### config.mk
export PLATFORM = sky130hd
export DESIGN_NAME = aes_rnd_top
export DESIGN_NICKNAME = d
export VERILOG_FILES = /design/src/common/aes_rnd_pkg.sv /design/src/common/aes_ctrl_pkg.sv /design/src/design/aes_edn_fetch.sv /design/src/design/aes_entropy_fifo.sv /design/src/prng/aes_prng_bank.sv /design/src/design/aes_rnd_top.sv
export SDC_FILE = /design/constraint.sdc
export NUM_CORES = 1
export LEC_CHECK = 0
export BUFFER_PORTS_ARGS = -buffer_cell sky130_fd_sc_hd__buf_2
export CORE_ASPECT_RATIO = 0.8
export CORE_MARGIN = 5
export CORE_UTILIZATION = 55
export CTS_CLUSTER_SIZE = 20
export DETAILED_ROUTE_END_ITERATION = 6
export MAX_ROUTING_LAYER = met4
export PLACE_DENSITY = 0.81
export SLEW_MARGIN = 25
export SYNTH_ARGS = -nofsm -noshare
export SYNTH_HDL_FRONTEND = slang
export SYNTH_SLANG_ARGS = --single-unit
### constraint.sdc
create_clock -name clk_i -period 3 [get_ports clk_i]
set_input_delay 0.15 -clock clk_i [delete_from_list [all_inputs] [get_ports clk_i]]
set_output_delay 0.15 -clock clk_i [all_outputs]
set_load 0.03 [all_outputs]
### src/common/aes_rnd_pkg.sv
////////////////////////////////////////////////////////////
// Data-path definitions for the AES entropy path
// Entropy word, FIFO sizing, credit type and LFSR constants
// shared by the EDN fetch unit, the FIFO and the PRNG bank
////////////////////////////////////////////////////////////

`default_nettype none

package aes_rnd_pkg;

  ////////////////////////////////////////////////////////////
  // Entropy words
  ////////////////////////////////////////////////////////////

  // Width of one word delivered by the EDN
  localparam int unsigned ENTROPY_W = 32;

  typedef logic [ENTROPY_W-1:0] entropy_t;

  ////////////////////////////////////////////////////////////
  // Buffer and credits
  ////////////////////////////////////////////////////////////

  // Entries in the entropy FIFO, also the initial credit count
  localparam int unsigned FIFO_DEPTH = 4;
  localparam int unsigned FIFO_PTR_W = $clog2(FIFO_DEPTH);

  typedef logic [FIFO_PTR_W-1:0] fifo_ptr_t;

  // Holds 0 to FIFO_DEPTH inclusive
  typedef logic [2:0] credit_t;

  // One push from the fetch unit into the FIFO
  typedef struct packed {
    logic     valid;
    entropy_t data;
  } fifo_wr_t;

  ////////////////////////////////////////////////////////////
  // LFSR constants
  ////////////////////////////////////////////////////////////

  // Galois feedback masks, applied after a right shift
  localparam entropy_t CLR_LFSR_POLY = 32'h8020_0003;
  localparam entropy_t MSK_LFSR_POLY = 32'hA300_0000;

  // An all-zero state would lock up the LFSR
  localparam entropy_t ZERO_SEED_SUBST = 32'h9E37_79B9;

  localparam entropy_t CLR_RESET_SEED = 32'h1F3A_5C27;
  localparam entropy_t MSK_RESET_SEED = 32'h6B2D_90E5;

  // One Galois step shifts right and folds in the mask if a one dropped out
  function automatic entropy_t lfsr_step(entropy_t state, entropy_t poly);
    entropy_t nxt;
    nxt = state >> 1;
    if (state[0]) begin
      nxt = nxt ^ poly;
    end
    return nxt;
  endfunction

endpackage

`default_nettype wire

### src/common/aes_ctrl_pkg.sv
////////////////////////////////////////////////////////////
// Control definitions for the AES PRNG bank
// Opcodes, command and status structs, alerts, FSM states
////////////////////////////////////////////////////////////

`default_nettype none

package aes_ctrl_pkg;

  // Commands taken by the PRNG bank
  typedef enum logic [1:0] {
    OP_STEP       = 2'd0,
    OP_RESEED_CLR = 2'd1,
    OP_NOP        = 2'd2,
    OP_RSVD       = 2'd3
  } prng_op_e;

  typedef struct packed {
    logic     valid;
    prng_op_e op;
  } prng_cmd_t;

  // PRNG bank FSM
  typedef enum logic [1:0] {
    ST_IDLE     = 2'd0,
    ST_WAIT_CLR = 2'd1,
    ST_WAIT_MSK = 2'd2,
    ST_HALT     = 2'd3
  } prng_state_e;

  typedef struct packed {
    logic        idle;
    logic        done;
    logic [31:0] clr_prd;
    logic [31:0] msk_prd;
  } prng_status_t;

  typedef struct packed {
    logic recov;
    logic fatal;
  } alert_t;

  // Steps between automatic reseeds of the masking PRNG
  localparam int unsigned MSK_RESEED_INTERVAL = 8;
  localparam int unsigned STEP_CNT_W          = $clog2(MSK_RESEED_INTERVAL + 1);

  typedef logic [STEP_CNT_W-1:0] step_cnt_t;

endpackage

`default_nettype wire

### src/design/aes_edn_fetch.sv
////////////////////////////////////////////////////////////
// EDN fetch unit
// Prefetches entropy words while it holds credits and turns
// each acknowledged word into a push towards the FIFO
////////////////////////////////////////////////////////////

`default_nettype none

module aes_edn_fetch (
  input  logic                   clk_i,
  input  logic                   rst_ni,
  output logic                   edn_req_o,
  input  logic                   edn_ack_i,
  input  aes_rnd_pkg::entropy_t  edn_data_i,
  input  logic                   escalate_i,
  input  logic                   credit_return_i,
  output aes_rnd_pkg::fifo_wr_t  fifo_wr_o
);
  import aes_rnd_pkg::*;

  credit_t  credit_q, credit_d;
  logic     req_q, req_d;
  logic     ack_acc;
  logic     wr_valid_q;
  entropy_t wr_data_q;

  ////////////////////////////////////////////////////////////
  // Request and credits
  ////////////////////////////////////////////////////////////

  // Only an ack against a live request counts
  assign ack_acc = req_q & edn_ack_i;

  // A raised request is held until acked, escalation or not.
  // A new one needs a free credit and no escalation
  assign req_d = req_q ? ~edn_ack_i : ((credit_q != '0) & ~escalate_i);

  assign credit_d = credit_q - credit_t'(ack_acc) + credit_t'(credit_return_i);

  always_ff @(posedge clk_i or negedge rst_ni) begin : ctrl_regs
    if (!rst_ni) begin
      req_q      <= 1'b0;
      credit_q   <= credit_t'(FIFO_DEPTH);
      wr_valid_q <= 1'b0;
    end else begin
      req_q      <= req_d;
      credit_q   <= credit_d;
      wr_valid_q <= ack_acc;
    end
  end

  // Word captured at ack, pushed in the next cycle
  always_ff @(posedge clk_i) begin : data_reg
    if (ack_acc) begin
      wr_data_q <= edn_data_i;
    end
  end

  ////////////////////////////////////////////////////////////
  // Outputs
  ////////////////////////////////////////////////////////////

  assign edn_req_o       = req_q;
  assign fifo_wr_o.valid = wr_valid_q;
  assign fifo_wr_o.data  = wr_data_q;

  ////////////////////////////////////////////////////////////
  // Assertions
  ////////////////////////////////////////////////////////////

  // Returns from the FIFO must never overfill the counter
  a_credit_max: assert property (
    @(posedge clk_i) disable iff (!rst_ni)
    credit_q <= credit_t'(FIFO_DEPTH)
  ) else $error("EDN fetch credit count above FIFO depth");

  // EDN sees a stable request until it answers
  a_req_hold: assert property (
    @(posedge clk_i) disable iff (!rst_ni)
    edn_req_o && !edn_ack_i |=> edn_req_o
  ) else $error("EDN request dropped before ack");

endmodule

`default_nettype wire

### src/design/aes_entropy_fifo.sv
////////////////////////////////////////////////////////////
// Entropy FIFO between EDN fetch unit and PRNG bank
// Space is guaranteed by credits, so there is no ready;
// every pop sends one credit back to the fetch unit
////////////////////////////////////////////////////////////

`default_nettype none

module aes_entropy_fifo (
  input  logic                   clk_i,
  input  logic                   rst_ni,
  input  aes_rnd_pkg::fifo_wr_t  fifo_wr_i,
  input  logic                   pop_i,
  output logic                   not_empty_o,
  output aes_rnd_pkg::entropy_t  head_o,
  output logic                   credit_return_o
);
  import aes_rnd_pkg::*;

  entropy_t  mem_q [FIFO_DEPTH];
  fifo_ptr_t wr_ptr_q, rd_ptr_q;
  credit_t   fill_q;
  logic      push, pop;

  // Pointer advance with wrap at the last entry
  function automatic fifo_ptr_t ptr_inc(fifo_ptr_t ptr);
    return (ptr == fifo_ptr_t'(FIFO_DEPTH - 1)) ? '0 : ptr + 1'b1;
  endfunction

  assign push = fifo_wr_i.valid;
  assign pop  = pop_i & not_empty_o;

  ////////////////////////////////////////////////////////////
  // Storage
  ////////////////////////////////////////////////////////////

  always_ff @(posedge clk_i) begin : mem_write
    if (push) begin
      mem_q[wr_ptr_q] <= fifo_wr_i.data;
    end
  end

  always_ff @(posedge clk_i or negedge rst_ni) begin : ptr_regs
    if (!rst_ni) begin
      wr_ptr_q <= '0;
      rd_ptr_q <= '0;
      fill_q   <= '0;
    end else begin
      if (push) begin
        wr_ptr_q <= ptr_inc(wr_ptr_q);
      end
      if (pop) begin
        rd_ptr_q <= ptr_inc(rd_ptr_q);
      end
      fill_q <= fill_q + credit_t'(push) - credit_t'(pop);
    end
  end

  ////////////////////////////////////////////////////////////
  // Outputs
  ////////////////////////////////////////////////////////////

  assign not_empty_o     = (fill_q != '0);
  assign head_o          = mem_q[rd_ptr_q];
  // Same cycle as the pop
  assign credit_return_o = pop;

  ////////////////////////////////////////////////////////////
  // Assertions
  ////////////////////////////////////////////////////////////

  // The fetch unit's credits must keep it from pushing into a full FIFO
  a_no_push_full: assert property (
    @(posedge clk_i) disable iff (!rst_ni)
    push |-> fill_q < credit_t'(FIFO_DEPTH)
  ) else $error("Entropy FIFO push while full");

  a_no_pop_empty: assert property (
    @(posedge clk_i) disable iff (!rst_ni)
    pop_i |-> not_empty_o
  ) else $error("Entropy FIFO pop while empty");

endmodule

`default_nettype wire

### src/prng/aes_prng_bank.sv
////////////////////////////////////////////////////////////
// PRNG bank with clearing and masking LFSRs
// Runs step, reseed and nop commands, reseeds the masking
// PRNG on its own, and raises recoverable and fatal alerts
////////////////////////////////////////////////////////////

`default_nettype none

module aes_prng_bank (
  input  logic                        clk_i,
  input  logic                        rst_ni,
  input  aes_ctrl_pkg::prng_cmd_t     cmd_i,
  output logic                        cmd_ready_o,
  input  logic                        escalate_i,
  input  logic                        not_empty_i,
  input  aes_rnd_pkg::entropy_t       head_i,
  output logic                        pop_o,
  output aes_ctrl_pkg::prng_status_t  status_o,
  output aes_ctrl_pkg::alert_t        alert_o
);
  import aes_rnd_pkg::*;
  import aes_ctrl_pkg::*;

  prng_state_e st_q, st_d;
  entropy_t    clr_q, msk_q;
  entropy_t    seed;
  step_cnt_t   step_cnt_q;
  logic        clr_pend_q, msk_pend_q;
  logic        done_q, recov_q, fatal_q;
  logic        cmd_acc, step_acc, nop_acc, rsvd_acc, reseed_acc;
  logic        clr_load, msk_load, cnt_wrap, halted;

  ////////////////////////////////////////////////////////////
  // Command decode
  ////////////////////////////////////////////////////////////

  assign cmd_ready_o = (st_q == ST_IDLE) & ~clr_pend_q & ~msk_pend_q & ~escalate_i;
  assign cmd_acc     = cmd_i.valid & cmd_ready_o;

  assign step_acc   = cmd_acc & (cmd_i.op == OP_STEP);
  assign reseed_acc = cmd_acc & (cmd_i.op == OP_RESEED_CLR);
  assign nop_acc    = cmd_acc & (cmd_i.op == OP_NOP);
  assign rsvd_acc   = cmd_acc & (cmd_i.op == OP_RSVD);

  ////////////////////////////////////////////////////////////
  // FSM and reseed arbitration
  ////////////////////////////////////////////////////////////

  // Clearing reseed wins over masking reseed
  always_comb begin
    st_d = st_q;
    unique case (st_q)
      ST_IDLE: begin
        if (clr_pend_q) begin
          st_d = ST_WAIT_CLR;
        end else if (msk_pend_q) begin
          st_d = ST_WAIT_MSK;
        end
      end
      ST_WAIT_CLR, ST_WAIT_MSK: begin
        if (not_empty_i) begin
          st_d = ST_IDLE;
        end
      end
      default: st_d = ST_HALT;
    endcase
    if (escalate_i) begin
      st_d = ST_HALT;
    end
  end

  assign pop_o    = ((st_q == ST_WAIT_CLR) | (st_q == ST_WAIT_MSK)) & not_empty_i & ~escalate_i;
  assign clr_load = pop_o & (st_q == ST_WAIT_CLR);
  assign msk_load = pop_o & (st_q == ST_WAIT_MSK);

  // A zero word would stall the LFSR
  assign seed = (head_i == '0) ? ZERO_SEED_SUBST : head_i;

  // Counter is checked one cycle after the step that fills it
  assign cnt_wrap = (step_cnt_q == step_cnt_t'(MSK_RESEED_INTERVAL));

  always_ff @(posedge clk_i or negedge rst_ni) begin : ctrl_regs
    if (!rst_ni) begin
      st_q       <= ST_IDLE;
      step_cnt_q <= '0;
      clr_pend_q <= 1'b0;
      msk_pend_q <= 1'b0;
      done_q     <= 1'b0;
      recov_q    <= 1'b0;
      fatal_q    <= 1'b0;
    end else begin
      st_q <= st_d;
      if (cnt_wrap) begin
        step_cnt_q <= step_acc ? step_cnt_t'(1) : '0;
      end else if (step_acc) begin
        step_cnt_q <= step_cnt_q + 1'b1;
      end
      clr_pend_q <= (clr_pend_q & ~clr_load) | reseed_acc;
      msk_pend_q <= (msk_pend_q & ~msk_load) | cnt_wrap;
      done_q     <= step_acc | nop_acc | clr_load;
      recov_q    <= rsvd_acc;
      fatal_q    <= fatal_q | escalate_i;
    end
  end

  ////////////////////////////////////////////////////////////
  // LFSRs
  ////////////////////////////////////////////////////////////

  always_ff @(posedge clk_i or negedge rst_ni) begin : lfsr_regs
    if (!rst_ni) begin
      clr_q <= CLR_RESET_SEED;
      msk_q <= MSK_RESET_SEED;
    end else begin
      if (clr_load) begin
        clr_q <= seed;
      end else if (step_acc) begin
        clr_q <= lfsr_step(clr_q, CLR_LFSR_POLY);
      end
      if (msk_load) begin
        msk_q <= seed;
      end else if (step_acc) begin
        msk_q <= lfsr_step(msk_q, MSK_LFSR_POLY);
      end
    end
  end

  ////////////////////////////////////////////////////////////
  // Status and alerts
  ////////////////////////////////////////////////////////////

  assign halted = (st_q == ST_HALT);

  assign status_o.idle    = (st_q == ST_IDLE) & ~clr_pend_q & ~msk_pend_q;
  assign status_o.done    = done_q;
  assign status_o.clr_prd = halted ? '0 : clr_q;
  assign status_o.msk_prd = halted ? '0 : msk_q;

  assign alert_o.recov = recov_q;
  assign alert_o.fatal = fatal_q;

  ////////////////////////////////////////////////////////////
  // Assertions
  ////////////////////////////////////////////////////////////

  // A pop needs a word and serves a pending reseed
  a_pop_not_empty: assert property (
    @(posedge clk_i) disable iff (!rst_ni)
    pop_o |-> not_empty_i && (clr_pend_q || msk_pend_q)
  ) else $error("PRNG bank popped an empty FIFO or without a pending reseed");

  // Only reset leaves the halt state
  a_halt_sticky: assert property (
    @(posedge clk_i) disable iff (!rst_ni)
    halted |=> halted && alert_o.fatal
  ) else $error("PRNG bank left halt without reset");

endmodule

`default_nettype wire

### src/design/aes_rnd_top.sv
////////////////////////////////////////////////////////////
// Entropy path top level
// EDN fetch unit feeds the entropy FIFO, which feeds the
// PRNG bank; escalation reaches both fetch unit and bank
////////////////////////////////////////////////////////////

`default_nettype none

module aes_rnd_top (
  input  logic                        clk_i,
  input  logic                        rst_ni,
  output logic                        edn_req_o,
  input  logic                        edn_ack_i,
  input  aes_rnd_pkg::entropy_t       edn_data_i,
  input  logic                        lc_escalate_i,
  input  aes_ctrl_pkg::prng_cmd_t     cmd_i,
  output logic                        cmd_ready_o,
  output aes_ctrl_pkg::prng_status_t  status_o,
  output aes_ctrl_pkg::alert_t        alert_o
);
  import aes_rnd_pkg::*;

  fifo_wr_t fifo_wr;
  logic     credit_return;
  logic     pop;
  logic     not_empty;
  entropy_t head;

  // Producer
  aes_edn_fetch u_fetch (
    .clk_i,
    .rst_ni,
    .edn_req_o,
    .edn_ack_i,
    .edn_data_i,
    .escalate_i      ( lc_escalate_i ),
    .credit_return_i ( credit_return ),
    .fifo_wr_o       ( fifo_wr       )
  );

  // Buffer
  aes_entropy_fifo u_fifo (
    .clk_i,
    .rst_ni,
    .fifo_wr_i       ( fifo_wr       ),
    .pop_i           ( pop           ),
    .not_empty_o     ( not_empty     ),
    .head_o          ( head          ),
    .credit_return_o ( credit_return )
  );

  // Consumer
  aes_prng_bank u_bank (
    .clk_i,
    .rst_ni,
    .cmd_i,
    .cmd_ready_o,
    .escalate_i  ( lc_escalate_i ),
    .not_empty_i ( not_empty     ),
    .head_i      ( head          ),
    .pop_o       ( pop           ),
    .status_o,
    .alert_o
  );

  // Ack to push takes one cycle, push to head one more
  a_fetch_latency: assert property (
    @(posedge clk_i) disable iff (!rst_ni)
    edn_req_o && edn_ack_i |-> ##2 not_empty
  ) else $error("Acked EDN word did not reach the FIFO head in time");

endmodule

`default_nettype wire

==> impl_metrics.yaml <==
run_status:
  outcome: "finished clean"
sta:
  holdWs_ps: 210
  maxSlewViolCount: 0
  worstMarginPinSlew_ps: 583
  relSlewSlack_pct: 61.1
  finalSetupViolations: 0
  finalCritPeriodShare_pct: 93.3
  fin_skew_ps: 21.3
  period_minus_slack_ps: 2800
  setup_tns_ps: 0
  max_freq_mhz: 357
  hold_viol_final: 0
  rsz0062_at_grt: "false"
routing:
  viasPerCell: 5.64
  post-route-drc-count: 0
  drtIter0Drc: 682
  avgRoutedWirePerCell_um: 20.7
  ant_nets: 0
  first_pass_iters: 5
  vias: 6277
  wirelength_um: 23000
floorplan:
  rows: 45
  initial_core_util_pct: 56.2
  die_h_um: 135
  die_w_um: 166
  num_io_pins: 109
  die-area_um2: 22300
  core_area_um2: 19000
cts:
  post_cts_buffers: 0
  root_buffer: "clkbuf_16"
  cts_tree: "done"
  max-clock-path-buffers: 3
  tritoncts.num_buffers: 24
  htree_levels: 1
  clock_sinks: 247
  clock_latency_ps: 530
  clk_pin_slew_ps: 60
setup_path:
  critPathRequiredTime_ps: 3450
  crit_path_start_kind: "flop"
  arrival_ps: 3250
  critical_path_class: "flop to flop"
  cp_max_fo: 40
  crit_path_end_kind: "flop"
final_layout:
  utilization_pct: 66.6
  final_common_cell: "edfxtp_1"
  antenna_cells: 0
  drive_gt1_share_pct: 31.8
  nNetsFinal: 891
  area_delta_synth_final_pct: 18.6
  final_cell_mix: "edfxtp_1, buf_2, nor2_1, nor2b_1, mux2i_1"
global_route:
  grt-ovfl-total: 0
  grt_max_degree: 88
  grt_pass1_vias: 6560
  grt_usage_pct: 21.5
  grt_pass1_wl_um: 36800
  antenna_found_initial: 0
logic_synthesis:
  synth_cells: 691
  async_flop_share_pct: 35.2
  synthTopCellsByArea: "edfxtp_1, dfrtp_1, dfstp_2, mux2i_1, mux4_2"
  synthFlopType: "edfxtp_1"
  netlist_area_um2: 10700
  synth_area_leader_cell: "edfxtp_1"
  yosysTopAreaCellShare_pct: 44.9
  syn-num-nets: 745
  yosys_warnings: 0
  ys_types: 41
  syn_area_per_cell_um2: 15.5
  yosysSeqAreaShare_pct: 65.7
  synth-edff-count: 160
  ys_seq_elements: 247
placed_design:
  place.gp.congestion: 0.829
  portBuffers: 108
  post-dp-hpwl_um: 15400
hold_path:
  hold_path.class: "primary input to asynchronous set/reset pin"
power_and_ir_drop:
  power_density_nw_per_um2: 870
  p_leak_nw: 4.68
  vdd_drop_max_v: 0.000391
run:
  drv_cap: 0
==> synthesized netlist by cell type (3+ instances only) <==
| cell type | number |
|---|---|
| nor3_1 | 4 |
| nor2b_1 | 65 |
| buf_4 | 3 |
| nand3_1 | 4 |
| mux2_2 | 4 |
| mux2i_1 | 59 |
| inv_1 | 10 |
| edfxtp_1 | 160 |
| nand2_1 | 19 |
| clkbuf_1 | 27 |
| ha_1 | 13 |
| and2_1 | 5 |
| a21oi_1 | 27 |
| a21o_1 | 3 |
| dfstp_2 | 34 |
| nor2_1 | 70 |
| a22oi_2 | 40 |
| buf_6 | 3 |
| dfrtp_1 | 53 |
| buf_8 | 5 |
| o21ai_0 | 5 |
| buf_2 | 6 |
| xnor2_1 | 11 |
| mux4_2 | 25 |
| nor4_1 | 7 |
| mux4_1 | 7 |
==> what timing repair did <==
| item | in CTS | in global routing |
|---|---|---|
| endpoints found under the hold margin | 107 | 0 |
| resized for setup | 0 | 1 |
| hold buffers | 41 | 0 |
| endpoints found under the setup margin | 0 | 40 |
==> final cells by class <==
| class | count | area [um2] |
|---|---|---|
| fillers | 1304 | 6350 |
| clock buffers | 39 | 697 |
| well taps | 258 | 323 |
| inverters | 10 | 37.5 |
| flip-flops and latches | 247 | 7030 |
| clock inverters | 5 | 50.0 |
| multi-input cells | 388 | 3370 |
| repair buffers | 166 | 1170 |
==> where the power goes <==
part	internal (mW)	switching, mW	total (mW)
logic	1.34	1.72	3.06
registers	4.56	0.579	5.14
clock network	1.60	1.22	2.82
==> layer usage <==
| layer | vias to the layer above | track usage, % | routed length, um |
|---|---|---|---|
| met5 | - | - | 0 |
| met1 | 3113 | 30.1 | 9990 |
| li1 | 2844 | - | - |
| met4 | 0 | 5.59 | 576 |
| met3 | 46 | 4.18 | 1690 |
| met2 | 274 | 33.0 | 10800 |
==> final timing paths <==
check | from | to | slack [ps] | cells after the start
max | u_fifo.rd_ptr_q[0]$_DFFE_PN0P_ | u_bank.msk_q[0]$_DFFE_PN1P_ | 200 | 7
min | rst_ni | u_bank.recov_q$_DFF_PN0_ | 210 | 3
max reg2reg | u_fifo.rd_ptr_q[0]$_DFFE_PN0P_ | u_bank.msk_q[0]$_DFFE_PN1P_ | 200 | 7
min reg2reg | u_bank.fatal_q$_DFF_PN0_ | u_bank.fatal_q$_DFF_PN0_ | 470 | 1
max in group asynchronous | rst_ni | u_bank.msk_q[7]$_DFFE_PN1P_ | 2420 | 3
min in group clk_i | edn_data_i[6] | u_fetch.wr_data_q[6]$_DFFE_PP_ | 340 | 2
==> kinds of logic after synthesis <==
group	Yosys count	share of synthesized area (%)
AND/OR/NAND/NOR	186	8.83
adder cells (fa/ha/maj)	15	1.90
XOR/XNOR	13	1.07
flip-flops	247	65.7
AO/OA/AOI/OAI	79	6.68
multiplexers	95	12.9
buffers and inverters	56	2.88
==> state kept, by name (all words and copies together), names as in the netlist, 3 cells and up <==
register	count
u_fetch.wr_data_q	32
u_fifo.mem_q	128
u_bank.msk_q	32
u_bank.step_cnt_q	4
u_fifo.fill_q	3
u_fetch.credit_q	3
u_bank.clr_q	32
==> critical path: stages (launching register included) <==
cell and delay, ps:
dfrtp_4 610, buf_12 220, mux4_2 550, nor4_1 430, nand4_1 160, or2_2 340
buf_12 210, a22oi_2 190
==> per-stage QoR <==
stage / cell area, um2 / total power [mW] / setup WS [ps] / cells
floorplan: 10700 / 7.24 / 394 / 691
global placement: 11500 / 7.98 / 177 / 1028
detailed placement: 11500 / 8.19 / 94.6 / 1028
CTS: 12700 / 11.1 / 75.8 / 1113
global route: 12700 / 11.6 / 57.8 / 1113
finish: 12700 / 11.0 / 201 / 1113
No activity file was read; power rests on OpenSTA's default activity.
